File: src/verilog/cache_pkg.sv
// geometry and control map are fixed here; changing a width means rechecking every block
`default_nettype none

package cache_pkg;

   // word addressing, no byte offset in addresses
   localparam int ADDR_W        = 12;
   localparam int DATA_W        = 32;
   localparam int NBYTES        = 4;

   // 16 lines of 4 words
   localparam int NLINES_W      = 4;
   localparam int WORD_OFFSET_W = 2;
   localparam int TAG_W         = ADDR_W - NLINES_W - WORD_OFFSET_W;

   // write-through buffer holds 4 entries
   localparam int WTBUF_DEPTH_W = 2;

   // control space register index
   localparam int CTRL_ADDR_W   = 3;

   // counters, read-only, order matches the event vector in control
   localparam logic [CTRL_ADDR_W-1:0] REG_READ_HIT   = 3'd0;
   localparam logic [CTRL_ADDR_W-1:0] REG_READ_MISS  = 3'd1;
   localparam logic [CTRL_ADDR_W-1:0] REG_WRITE_HIT  = 3'd2;
   localparam logic [CTRL_ADDR_W-1:0] REG_WRITE_MISS = 3'd3;
   // bit 0 buffer empty, bit 1 buffer full
   localparam logic [CTRL_ADDR_W-1:0] REG_STATUS     = 3'd4;
   // write-only commands
   localparam logic [CTRL_ADDR_W-1:0] REG_INVALIDATE = 3'd5;
   localparam logic [CTRL_ADDR_W-1:0] REG_CNT_CLEAR  = 3'd6;

endpackage

`default_nettype wire

File: src/verilog/cache_front_end.sv
// req must stay high with stable fields until ack; only one request is held at a time
`timescale 1ns/10ps
`default_nettype none

module cache_front_end (
   input  logic                               clk,
   input  logic                               arst_n,
   input  logic                               req,
   input  logic [cache_pkg::ADDR_W:0]         addr,
   input  logic [cache_pkg::DATA_W-1:0]       wdata,
   input  logic [cache_pkg::NBYTES-1:0]       wstrb,
   output logic [cache_pkg::DATA_W-1:0]       rdata,
   output logic                               ack,
   output logic                               data_req,
   output logic [cache_pkg::ADDR_W-1:0]       data_addr_reg,
   output logic [cache_pkg::DATA_W-1:0]       data_wdata_reg,
   output logic [cache_pkg::NBYTES-1:0]       data_wstrb_reg,
   input  logic [cache_pkg::DATA_W-1:0]       data_rdata,
   input  logic                               data_ack,
   output logic                               ctrl_req,
   output logic [cache_pkg::CTRL_ADDR_W-1:0]  ctrl_addr,
   output logic                               ctrl_write,
   input  logic [cache_pkg::DATA_W-1:0]       ctrl_rdata,
   input  logic                               ctrl_ack
);
   import cache_pkg::*;

   logic busy;
   logic ctrl_space;
   logic capture;

   // sample only while idle
   assign capture = req && !busy;

   always_ff @(posedge clk or negedge arst_n) begin
      if (!arst_n) begin
         busy       <= 1'b0;
         ctrl_space <= 1'b0;
      end else if (capture) begin
         busy       <= 1'b1;
         ctrl_space <= addr[ADDR_W];
      end else if (ack) begin
         busy <= 1'b0;
      end
   end

   always_ff @(posedge clk) begin
      if (capture) begin
         data_addr_reg  <= addr[ADDR_W-1:0];
         data_wdata_reg <= wdata;
         data_wstrb_reg <= wstrb;
      end
   end

   assign data_req = busy && !ctrl_space;
   assign ctrl_req = busy && ctrl_space;

   // control shares the held address and strobes
   assign ctrl_addr  = data_addr_reg[CTRL_ADDR_W-1:0];
   assign ctrl_write = |data_wstrb_reg;

   assign ack   = data_ack | ctrl_ack;
   assign rdata = ctrl_space ? ctrl_rdata : data_rdata;

   a_one_space: assert property (@(posedge clk) disable iff (!arst_n)
      !(data_req && ctrl_req));

   // neither block may answer a request that was never raised
   a_ack_busy: assert property (@(posedge clk) disable iff (!arst_n)
      ack |-> busy);

endmodule

`default_nettype wire

File: src/verilog/cache_memory.sv
// direct-mapped, write-through, no write allocate; refill waits on the back end draining first
`timescale 1ns/10ps
`default_nettype none

module cache_memory (
   input  logic                                                 clk,
   input  logic                                                 arst_n,
   input  logic                                                 data_req,
   input  logic [cache_pkg::ADDR_W-1:0]                         data_addr_reg,
   input  logic [cache_pkg::DATA_W-1:0]                         data_wdata_reg,
   input  logic [cache_pkg::NBYTES-1:0]                         data_wstrb_reg,
   output logic [cache_pkg::DATA_W-1:0]                         data_rdata,
   output logic                                                 data_ack,
   output logic                                                 wtb_push,
   output logic [cache_pkg::ADDR_W-1:0]                         wtb_addr,
   output logic [cache_pkg::DATA_W-1:0]                         wtb_wdata,
   output logic [cache_pkg::NBYTES-1:0]                         wtb_wstrb,
   input  logic                                                 wtb_full,
   output logic                                                 refill_req,
   output logic [cache_pkg::ADDR_W-cache_pkg::WORD_OFFSET_W-1:0] refill_addr,
   input  logic                                                 refill_word_valid,
   input  logic [cache_pkg::WORD_OFFSET_W-1:0]                  refill_word_idx,
   input  logic [cache_pkg::DATA_W-1:0]                         refill_rdata,
   input  logic                                                 invalidate,
   output logic                                                 read_hit,
   output logic                                                 read_miss,
   output logic                                                 write_hit,
   output logic                                                 write_miss
);
   import cache_pkg::*;

   logic [TAG_W-1:0]         tag_mem [2**NLINES_W];
   logic [DATA_W-1:0]        data_mem [2**(NLINES_W+WORD_OFFSET_W)];
   logic [2**NLINES_W-1:0]   valid;

   logic                     refilling;
   logic                     ack_q;
   logic [DATA_W-1:0]        rdata_q;

   logic [TAG_W-1:0]         tag;
   logic [NLINES_W-1:0]      index;
   logic [WORD_OFFSET_W-1:0] offset;
   logic                     is_write;
   logic                     hit;
   logic                     lookup;
   logic                     refill_last;

   assign tag      = data_addr_reg[ADDR_W-1 -: TAG_W];
   assign index    = data_addr_reg[WORD_OFFSET_W +: NLINES_W];
   assign offset   = data_addr_reg[WORD_OFFSET_W-1:0];
   assign is_write = |data_wstrb_reg;
   assign hit      = valid[index] && (tag_mem[index] == tag);

   // request still high in its ack cycle, so ack_q blocks a second lookup
   assign lookup = data_req && !ack_q && !refilling;

   assign read_hit   = lookup && !is_write && hit;
   assign read_miss  = lookup && !is_write && !hit;
   // writes stall here until the buffer has a free slot
   assign write_hit  = lookup && is_write && !wtb_full && hit;
   assign write_miss = lookup && is_write && !wtb_full && !hit;

   assign refill_last = refilling && refill_word_valid && (refill_word_idx == '1);
   assign refill_req  = refilling;
   assign refill_addr = data_addr_reg[ADDR_W-1:WORD_OFFSET_W];

   // held request fields stay stable through the ack cycle
   assign wtb_push  = ack_q && is_write;
   assign wtb_addr  = data_addr_reg;
   assign wtb_wdata = data_wdata_reg;
   assign wtb_wstrb = data_wstrb_reg;

   assign data_ack   = ack_q;
   assign data_rdata = rdata_q;

   always_ff @(posedge clk or negedge arst_n) begin
      if (!arst_n) begin
         refilling <= 1'b0;
         ack_q     <= 1'b0;
         valid     <= '0;
      end else begin
         ack_q <= read_hit || write_hit || write_miss || refill_last;
         if (read_miss) begin
            refilling    <= 1'b1;
            // line is overwritten word by word
            valid[index] <= 1'b0;
         end
         if (refill_last) begin
            refilling    <= 1'b0;
            valid[index] <= 1'b1;
         end
         if (invalidate) begin
            valid <= '0;
         end
      end
   end

   always_ff @(posedge clk) begin
      if (refilling && refill_word_valid) begin
         data_mem[{index, refill_word_idx}] <= refill_rdata;
         tag_mem[index] <= tag;
         // keep the requested word as it passes
         if (refill_word_idx == offset) begin
            rdata_q <= refill_rdata;
         end
      end
      if (read_hit) begin
         rdata_q <= data_mem[{index, offset}];
      end
      if (write_hit) begin
         for (int b = 0; b < NBYTES; b++) begin
            if (data_wstrb_reg[b]) begin
               data_mem[{index, offset}][8*b +: 8] <= data_wdata_reg[8*b +: 8];
            end
         end
      end
   end

   // full was checked a cycle before the push
   a_push_not_full: assert property (@(posedge clk) disable iff (!arst_n)
      wtb_push |-> !wtb_full);

endmodule

`default_nettype wire

File: src/verilog/cache_write_buffer.sv
// 4-entry write FIFO; a push while full is not guarded here, the producer must check wtb_full
`timescale 1ns/10ps
`default_nettype none

module cache_write_buffer (
   input  logic                          clk,
   input  logic                          arst_n,
   input  logic                          wtb_push,
   input  logic [cache_pkg::ADDR_W-1:0]  wtb_addr,
   input  logic [cache_pkg::DATA_W-1:0]  wtb_wdata,
   input  logic [cache_pkg::NBYTES-1:0]  wtb_wstrb,
   output logic                          wtb_valid,
   output logic [cache_pkg::ADDR_W-1:0]  wtb_head_addr,
   output logic [cache_pkg::DATA_W-1:0]  wtb_head_wdata,
   output logic [cache_pkg::NBYTES-1:0]  wtb_head_wstrb,
   input  logic                          wtb_pop,
   output logic                          wtb_full,
   output logic                          wtb_empty
);
   import cache_pkg::*;

   // one entry is {addr, wstrb, wdata}
   logic [ADDR_W+NBYTES+DATA_W-1:0] fifo_mem [2**WTBUF_DEPTH_W];
   // extra msb tells full from empty
   logic [WTBUF_DEPTH_W:0]          wr_ptr;
   logic [WTBUF_DEPTH_W:0]          rd_ptr;

   always_ff @(posedge clk or negedge arst_n) begin
      if (!arst_n) begin
         wr_ptr <= '0;
         rd_ptr <= '0;
      end else begin
         if (wtb_push) begin
            wr_ptr <= wr_ptr + 1'b1;
         end
         if (wtb_pop) begin
            rd_ptr <= rd_ptr + 1'b1;
         end
      end
   end

   always_ff @(posedge clk) begin
      if (wtb_push) begin
         fifo_mem[wr_ptr[WTBUF_DEPTH_W-1:0]] <= {wtb_addr, wtb_wstrb, wtb_wdata};
      end
   end

   assign wtb_empty = (wr_ptr == rd_ptr);
   assign wtb_full  = (wr_ptr[WTBUF_DEPTH_W] != rd_ptr[WTBUF_DEPTH_W])
                   && (wr_ptr[WTBUF_DEPTH_W-1:0] == rd_ptr[WTBUF_DEPTH_W-1:0]);
   assign wtb_valid = !wtb_empty;

   assign {wtb_head_addr, wtb_head_wstrb, wtb_head_wdata} = fifo_mem[rd_ptr[WTBUF_DEPTH_W-1:0]];

   a_no_pop_empty: assert property (@(posedge clk) disable iff (!arst_n)
      wtb_pop |-> !wtb_empty);

endmodule

`default_nettype wire

File: src/verilog/cache_back_end.sv
// drains have priority; a refill starts only with the buffer empty so it never reads stale words
`timescale 1ns/10ps
`default_nettype none

module cache_back_end (
   input  logic                                                 clk,
   input  logic                                                 arst_n,
   input  logic                                                 wtb_valid,
   input  logic [cache_pkg::ADDR_W-1:0]                         wtb_head_addr,
   input  logic [cache_pkg::DATA_W-1:0]                         wtb_head_wdata,
   input  logic [cache_pkg::NBYTES-1:0]                         wtb_head_wstrb,
   output logic                                                 wtb_pop,
   input  logic                                                 wtb_empty,
   input  logic                                                 refill_req,
   input  logic [cache_pkg::ADDR_W-cache_pkg::WORD_OFFSET_W-1:0] refill_addr,
   output logic                                                 refill_word_valid,
   output logic [cache_pkg::WORD_OFFSET_W-1:0]                  refill_word_idx,
   output logic [cache_pkg::DATA_W-1:0]                         refill_rdata,
   output logic                                                 mem_req,
   output logic                                                 mem_we,
   output logic [cache_pkg::ADDR_W-1:0]                         mem_addr,
   output logic [cache_pkg::DATA_W-1:0]                         mem_wdata,
   output logic [cache_pkg::NBYTES-1:0]                         mem_wstrb,
   input  logic [cache_pkg::DATA_W-1:0]                         mem_rdata,
   input  logic                                                 mem_ack
);
   import cache_pkg::*;

   typedef enum logic [1:0] {BE_IDLE, BE_WRITE, BE_REFILL} be_state_t;

   be_state_t                state;
   logic [WORD_OFFSET_W-1:0] word_cnt;

   always_ff @(posedge clk or negedge arst_n) begin
      if (!arst_n) begin
         state    <= BE_IDLE;
         word_cnt <= '0;
      end else begin
         case (state)
            BE_IDLE: begin
               if (wtb_valid) begin
                  state <= BE_WRITE;
               end else if (refill_req && wtb_empty) begin
                  state    <= BE_REFILL;
                  word_cnt <= '0;
               end
            end
            BE_WRITE: begin
               if (mem_ack) begin
                  state <= BE_IDLE;
               end
            end
            BE_REFILL: begin
               // one read per word, counter wraps back to 0 at the end
               if (mem_ack) begin
                  word_cnt <= word_cnt + 1'b1;
                  if (word_cnt == '1) begin
                     state <= BE_IDLE;
                  end
               end
            end
            default: state <= BE_IDLE;
         endcase
      end
   end

   // buffer head is stable until the pop
   assign mem_req   = (state != BE_IDLE);
   assign mem_we    = (state == BE_WRITE);
   assign mem_addr  = mem_we ? wtb_head_addr : {refill_addr, word_cnt};
   assign mem_wdata = wtb_head_wdata;
   assign mem_wstrb = mem_we ? wtb_head_wstrb : '0;

   assign wtb_pop = mem_we && mem_ack;

   assign refill_word_valid = (state == BE_REFILL) && mem_ack;
   assign refill_word_idx   = word_cnt;
   assign refill_rdata      = mem_rdata;

   a_mem_stable: assert property (@(posedge clk) disable iff (!arst_n)
      mem_req && !mem_ack |=> mem_req && $stable(mem_we) && $stable(mem_addr)
                              && $stable(mem_wdata) && $stable(mem_wstrb));

endmodule

`default_nettype wire

File: src/verilog/cache_control.sv
// counters saturate at all ones; reads of the write-only registers return zero
`timescale 1ns/10ps
`default_nettype none

module cache_control (
   input  logic                               clk,
   input  logic                               arst_n,
   input  logic                               ctrl_req,
   input  logic [cache_pkg::CTRL_ADDR_W-1:0]  ctrl_addr,
   input  logic                               ctrl_write,
   output logic [cache_pkg::DATA_W-1:0]       ctrl_rdata,
   output logic                               ctrl_ack,
   input  logic                               read_hit,
   input  logic                               read_miss,
   input  logic                               write_hit,
   input  logic                               write_miss,
   input  logic                               wtb_full,
   input  logic                               wtb_empty,
   output logic                               invalidate
);
   import cache_pkg::*;

   logic [DATA_W-1:0] cnt [4];
   logic [3:0]        events;
   logic              access;
   logic              cnt_clear;

   // index order follows REG_READ_HIT .. REG_WRITE_MISS
   assign events    = {write_miss, write_hit, read_miss, read_hit};
   assign access    = ctrl_req && !ctrl_ack;
   assign cnt_clear = access && ctrl_write && (ctrl_addr == REG_CNT_CLEAR);

   always_ff @(posedge clk or negedge arst_n) begin
      if (!arst_n) begin
         ctrl_ack   <= 1'b0;
         invalidate <= 1'b0;
         for (int i = 0; i < 4; i++) begin
            cnt[i] <= '0;
         end
      end else begin
         ctrl_ack   <= access;
         invalidate <= access && ctrl_write && (ctrl_addr == REG_INVALIDATE);
         for (int i = 0; i < 4; i++) begin
            if (cnt_clear) begin
               cnt[i] <= '0;
            end else if (events[i] && (cnt[i] != '1)) begin
               cnt[i] <= cnt[i] + 1'b1;
            end
         end
      end
   end

   always_ff @(posedge clk) begin
      if (access) begin
         case (ctrl_addr)
            REG_READ_HIT, REG_READ_MISS, REG_WRITE_HIT, REG_WRITE_MISS:
               ctrl_rdata <= cnt[ctrl_addr[1:0]];
            REG_STATUS:
               ctrl_rdata <= {{(DATA_W-2){1'b0}}, wtb_full, wtb_empty};
            default:
               ctrl_rdata <= '0;
         endcase
      end
   end

endmodule

`default_nettype wire

File: src/verilog/cache_top.sv
// one front-end request in flight; addr[ADDR_W] selects control space, which is always present
`timescale 1ns/10ps
`default_nettype none

module cache_top (
   input  logic                          clk,
   input  logic                          arst_n,
   input  logic                          req,
   input  logic [cache_pkg::ADDR_W:0]    addr,
   input  logic [cache_pkg::DATA_W-1:0]  wdata,
   input  logic [cache_pkg::NBYTES-1:0]  wstrb,
   output logic [cache_pkg::DATA_W-1:0]  rdata,
   output logic                          ack,
   input  logic                          invalidate_in,
   output logic                          invalidate_out,
   input  logic                          wtb_empty_in,
   output logic                          wtb_empty_out,
   output logic                          mem_req,
   output logic                          mem_we,
   output logic [cache_pkg::ADDR_W-1:0]  mem_addr,
   output logic [cache_pkg::DATA_W-1:0]  mem_wdata,
   output logic [cache_pkg::NBYTES-1:0]  mem_wstrb,
   input  logic [cache_pkg::DATA_W-1:0]  mem_rdata,
   input  logic                          mem_ack
);
   import cache_pkg::*;

   // front end to cache memory
   logic                            data_req;
   logic [ADDR_W-1:0]               data_addr_reg;
   logic [DATA_W-1:0]               data_wdata_reg;
   logic [NBYTES-1:0]               data_wstrb_reg;
   logic [DATA_W-1:0]               data_rdata;
   logic                            data_ack;

   // front end to control
   logic                            ctrl_req;
   logic [CTRL_ADDR_W-1:0]          ctrl_addr;
   logic                            ctrl_write;
   logic [DATA_W-1:0]               ctrl_rdata;
   logic                            ctrl_ack;
   logic                            ctrl_invalidate;

   // write buffer, both sides
   logic                            wtb_push;
   logic [ADDR_W-1:0]               wtb_addr;
   logic [DATA_W-1:0]               wtb_wdata;
   logic [NBYTES-1:0]               wtb_wstrb;
   logic                            wtb_valid;
   logic [ADDR_W-1:0]               wtb_head_addr;
   logic [DATA_W-1:0]               wtb_head_wdata;
   logic [NBYTES-1:0]               wtb_head_wstrb;
   logic                            wtb_pop;
   logic                            wtb_full;
   logic                            wtb_empty;

   // line refill
   logic                            refill_req;
   logic [ADDR_W-WORD_OFFSET_W-1:0] refill_addr;
   logic                            refill_word_valid;
   logic [WORD_OFFSET_W-1:0]        refill_word_idx;
   logic [DATA_W-1:0]               refill_rdata;

   // hit and miss events
   logic                            read_hit;
   logic                            read_miss;
   logic                            write_hit;
   logic                            write_miss;

   // chain gates for multi-cache systems
   assign invalidate_out = ctrl_invalidate | invalidate_in;
   assign wtb_empty_out  = wtb_empty & wtb_empty_in;

   cache_front_end i_front_end (.*);

   cache_memory i_cache_memory (.*, .invalidate(invalidate_out));

   cache_write_buffer i_write_buffer (.*);

   cache_back_end i_back_end (.*);

   cache_control i_control (.*, .invalidate(ctrl_invalidate));

endmodule

`default_nettype wire

File: config.mk
export PLATFORM = sky130hd
export DESIGN_NAME = cache_top
export DESIGN_NICKNAME = d
export VERILOG_FILES = /design/src/verilog/cache_pkg.sv /design/src/verilog/cache_front_end.sv /design/src/verilog/cache_memory.sv /design/src/verilog/cache_write_buffer.sv /design/src/verilog/cache_back_end.sv /design/src/verilog/cache_control.sv /design/src/verilog/cache_top.sv
export SDC_FILE = /design/constraint.sdc
export NUM_CORES = 2
export LEC_CHECK = 0
export BUFFER_PORTS_ARGS = -buffer_cell sky130_fd_sc_hd__buf_2
export CAP_MARGIN = 5
export CORE_MARGIN = 2
export CORE_UTILIZATION = 60
export DETAILED_ROUTE_END_ITERATION = 8
export PLACE_DENSITY = 0.77
export SYNTH_ARGS = -nofsm -noshare
export SYNTH_HDL_FRONTEND = slang
export SYNTH_HIERARCHICAL = 1
export SYNTH_SLANG_ARGS = --single-unit
File: constraint.sdc
create_clock -name clk -period 16 [get_ports clk]
set_input_delay 3.2 -clock clk [delete_from_list [all_inputs] [get_ports clk]]
set_output_delay 3.2 -clock clk [all_outputs]
set_load 0.01 [all_outputs]
After elaboration in Yosys (flattened, before gate mapping)
Memories as Yosys holds them, arrays and structs flattened. A register that Yosys moved wholly into a read port is not among the register bits.
Cells that the tools add are included.
{"block": "word_totals", "register_bits": 240, "ram_bits": 2336, "elab_cells": 177, "n_memories": 3}
{"name": "i_cache_memory.data_mem", "words": 64, "word_bits": 32, "rd": 1, "rd_ports_with_merged_regs": 1, "write_ports": 1, "line": "cache_memory.sv:33", "text": "logic [DATA_W-1:0] data_mem [2**(NLINES_W+WORD_OFFSET_W)];"}
{"name": "i_write_buffer.fifo_mem", "words": 4, "word_bits": 48, "rd": 1, "rd_ports_with_merged_regs": 0, "write_ports": 1, "line": "cache_write_buffer.sv:23", "text": "logic [ADDR_W+NBYTES+DATA_W-1:0] fifo_mem [2**WTBUF_DEPTH_W];"}
{"name": "i_cache_memory.tag_mem", "words": 16, "word_bits": 6, "rd": 1, "rd_ports_with_merged_regs": 1, "write_ports": 1, "line": "cache_memory.sv:32", "text": "logic [TAG_W-1:0] tag_mem [2**NLINES_W];"}
{"block": "op_classes", "addsub": 7, "magnitude_cmp": 3, "eq_ne": 24, "n_mux": 56, "n_bitwise": 7, "reduce_logical": 58}
{"operator": "$mux 32", "count": 12}
{"operator": "$add 32x1->32 const B", "count": 4}
{"operator": "$ne 32x32->1 const B", "count": 4}
{"operator": "$bmux 32 s2", "count": 1}
{"operator": "$pmux 32 s2", "count": 1}
{"operator": "$mux 16", "count": 3}
{"operator": "$reduce_or 32->1", "count": 1}
{"operator": "$logic_and 1x1->1", "count": 29}
{"operator": "$mux 1", "count": 22}
{"operator": "$reduce_bool 2->1", "count": 10}
{"operator": "$and 16x16->16", "count": 1}
{"operator": "$mux 2", "count": 8}
{"operator": "$not 16->16", "count": 1}
{"operator": "$or 16x16->16", "count": 1}
{"operator": "$mux 12", "count": 1}
{"operator": "$mux 4", "count": 3}
{"operator": "$eq 3x3->1 const B", "count": 3}
{"operator": "$logic_not 1->1", "count": 8}
{"operator": "$reduce_and 4->1", "count": 2}
{"operator": "$reduce_or 4->1", "count": 2}
{"operator": "$add 3x1->3 const B", "count": 2}
{"operator": "$eq 3x2->1 const B", "count": 2}
{"operator": "$eq 6x6->1", "count": 1}
{"operator": "$mux 6", "count": 1}
{"operator": "other kinds (24)", "count": 32}

Depth between registers and ports, before layout
{"block": "depth", "word_depth": 11, "ltp_mapped": 18, "depth_no_buf": 12}

By module
The synthesis kept the hierarchy.
{"module": "cache_memory", "instances": 1, "cells_each": 4217, "area_each_um2": 87046.0}
{"module": "cache_control", "instances": 1, "cells_each": 909, "area_each_um2": 9148.8}
{"module": "cache_write_buffer", "instances": 1, "cells_each": 283, "area_each_um2": 7338.3}
{"module": "cache_front_end", "instances": 1, "cells_each": 97, "area_each_um2": 2093.3}
{"module": "cache_back_end", "instances": 1, "cells_each": 128, "area_each_um2": 873.3}
{"module": "cache_top", "instances": 1, "cells_each": 2, "area_each_um2": 12.5}

Worst setup path before layout
OpenSTA, ideal clock, no wires.
{"block": "synth_path", "kind": "input to output", "startpoint": "in invalidate_in", "endpoint": "out invalidate_out", "arrival_ps": 3456, "required_time_ps": 12800, "setup_slack_ps": 9344, "path_stages": 1, "path_buffers": 0, "path_cell_list": "or2_1"}
{"block": "synth_via", "elab_chain_cells": 1}
{"item": "start, declared", "line": "cache_top.sv:14", "text": "input logic invalidate_in,"}
{"item": "$or 1x1->1", "line": "cache_top.sv:71", "text": "assign invalidate_out = ctrl_invalidate | invalidate_in;"}
{"item": "end, declared", "line": "cache_top.sv:15", "text": "output logic invalidate_out,"}
No other way between the ends.

Final worst setup path
Same ends and word-level chain as after synthesis.

==> results.cfg <==
[outcome]
status = finished clean

[synth]
synthMuxAreaShare_pct = 15.3
synth_edf_count = 2448
synth_area_leader_cell = edfxtp_1
yosysMostFrequentCell = edfxtp_1
synthSimpleGateAreaFrac_pct = 4.80
ys_seq_elements = 2608
synth_xor_area_share_pct = 0.271
synthDominantCellAreaShare_pct = 69.0
synthesis.nets = 5733
synthTopCellsByArea = edfxtp_1, mux4_2, dfrtp_1
yosys_warnings = 6
ys.flop_type = edfxtp_1
synth_commonest_cells = edfxtp_1, mux4_2, nor2_1
yosysSeqAreaShare_pct = 72.8
synth_compound_area_share_pct = 4.07
synthAdderAreaFrac_pct = 0.117
synth_async_sr_flop_share_pct = 6.13
synth_cell_types = 96
syn_area_mm2 = 0.107
syn_inst = 5636
synth_top_family_by_area = multiplexers
avgSynthCellArea_um2 = 18.9

[timing]
finalSetupViolCount = 0
period_minus_slack_ns = 7.34
finalSetupTns_ns = 0
finalCritPeriodShare_pct = 45.9
worst_slew_pin_slew_ns = 1.42
maxSlewHeadroom_pct = 4.62
fmax_ghz = 0.136
holdWs_ns = 0.506
fin_skew_ns = 0.0530
hold_violations = 0
drv_slew = 0
rsz0062_at_grt = false

[setup_path]
path_max_fanout = 17
worstReg2RegEnd = i_control/cnt[54]$_DFFE_PN0P_
crit_type = input port to primary output
cp.arrival_ns = 4.14
endpoint_kind = primary output
crit_required_ns = 12.80
reg2reg_slack_ns = 9.62
r2r_cells = 12
worstReg2RegStart = i_front_end/data_addr_reg[5]$_DFFE_PP_
start_kind = input port

[floorplan]
num_rows = 154
die_area_mm2 = 0.181
start_util_pct = 60.4
die_y_um = 425
die_w_um = 425
core_region_area_mm2 = 0.176
io_pins = 172

[cells_and_area]
fillCellCount = 10865
largest_register_ffs = 2048
layout.nets = 5866
top_register = i_cache_memory/data_mem
syn_to_final_growth_pct = 10.1
layout-drive-gt1-share_pct = 25.7

[pwr]
max-vdd-ir-drop_v = 0.000150
cellLeakagePower_nw = 37.8
power-per-cell-area_mw_per_mm2 = 134
finalPower_mw = 15.7

[flow_run]
maxCapViolations = 0

[place]
gp_congestion = 0.946
io_buffers = 171
hpwl_mm = 175

[drt]
drt-met1-wl_mm = 101
first_iter_violations = 9628
drc_errors = 0
top_layer = met5
routed_wl_mm = 287
final_antenna_net_count = 0
routedWlPerCell_um = 34.4
dr_wl_met2_mm = 130
viasPerCell = 7.04
wl_met3_mm = 40.4
num_vias = 58707
drt-pass1-iter-count = 6

[global_routing]
grt_start_max_net_pins = 118
grt_pass1_wl_mm = 411
antenna_found_initial = 27
grt.total_usage_pct = 31.9
grt-ovfl-total = 0
grt_pass1_vias = 56797

[clock_network]
clkSlewWorstSetupHoldPaths_ns = 0.07
cts_buffers = 240
post_cts_buffers = 0
htree_levels = 4
cts.sinks = 2608
post_cts_resized = 0
cts_buffer_depth = 3
ctsHoldBuffers = 0
insertion_delay_ns = 0.90
tritoncts = done
clockRootBuffer = clkbuf_16

[min_path]
hp-class = flop to flop
holdPathEnd = i_write_buffer/wr_ptr[2]$_DFFE_PN0P_
worstHoldStart = i_write_buffer/wr_ptr[2]$_DFFE_PN0P_
min_path_cells = 1
-- how the worst max path moves through the flow --
stage / startpoint / endpoint / slack [ns] / cells past startpoint
CTS: invalidate_in / invalidate_out / 8.68 / 3
global placement: invalidate_in / invalidate_out / 8.71 / 3
finish: invalidate_in / invalidate_out / 8.66 / 3
floorplan: invalidate_in / invalidate_out / 9.34 / 1
detailed placement: invalidate_in / invalidate_out / 8.68 / 3
global route: invalidate_in / invalidate_out / 8.64 / 3
-- metal layers --
layer	up-vias	track usage, %
met5	-	0
li1	23221	-
met3	744	8.64
met4	34	15.3
met1	29983	44.5
met2	4725	47.3
-- worst max-delay path, stage by stage --
cell   delay [ns]
buf_2        0.08
or2_1        0.61
buf_2        0.26
-- power breakdown --
| part | switching [mW] | internal, mW | leakage (nW) |
|---|---|---|---|
| Clock | 2.55 | 3.27 | 3.90 |
| Combinational | 1.40 | 0.848 | 9.63 |
| Sequential | 0.0883 | 7.57 | 24.2 |
| Total | 4.04 | 11.7 | 37.8 |
-- layout by cell type (no fill, tap or decap), types with 23 or more instances in the layout --
cell / netlist / layout
o22ai_1: 23 / 23
nand2_1: 261 / 253
mux2i_1: 134 / 134
bufinv_16: 0 / 30
a22oi_1: 73 / 73
a211oi_1: 34 / 33
nand4_1: 53 / 53
or4_1: 33 / 33
nor3_1: 27 / 26
buf_2: 105 / 175
edfxtp_1: 2448 / 2448
a21oi_1: 158 / 158
mux4_2: 625 / 625
mux2_2: 43 / 40
nor2_1: 279 / 279
o21ai_0: 158 / 153
clkinv_1: 2 / 44
dfrtp_1: 160 / 157
nor2_2: 38 / 37
buf_4: 160 / 156
clkbuf_1: 132 / 39
nand3_1: 76 / 74
inv_1: 26 / 26
or3_1: 73 / 73
clkinv_2: 0 / 49
nor2b_1: 49 / 45
o211ai_1: 32 / 32
clkbuf_16: 0 / 240
mux2_4: 27 / 30
-- per-stage QoR --
stage,utilization (%),std cells,setup slack [ns],cell area (µm²)
after detailed placement,61.9,7860,8.68,109000
after global placement,61.9,7860,8.71,109000
after floorplan,-,5636,9.34,107000
after global routing,66.5,8317,8.64,117000
final,66.5,8336,8.66,117000
after CTS,66.5,8309,8.68,117000
-- cell families (layout without fill, tap and decap cells) --
family          after synthesis  count (layout)
buf+inv                     481             821
compound gates              658             658
flops                      2608            2608
xor+xnor                     33              33
simple gates               1016            1016
fa+ha+maj                    10              10
mux                         830             830
other cells                   0              20
-- layout make-up --
cell class	count	area, µm²	share of cell area, %
clock inverters	168	1890	1.61
well taps	2340	2930	2.50
repair buffers	342	2230	1.90
multi-input cells	2547	26400	22.5
flip-flops and latches	2608	77500	66.1
inverters	30	118	0.100
diodes	20	50.0	0.0427
clock buffers	281	6180	5.27
Power figures use the tool's default switching activity.
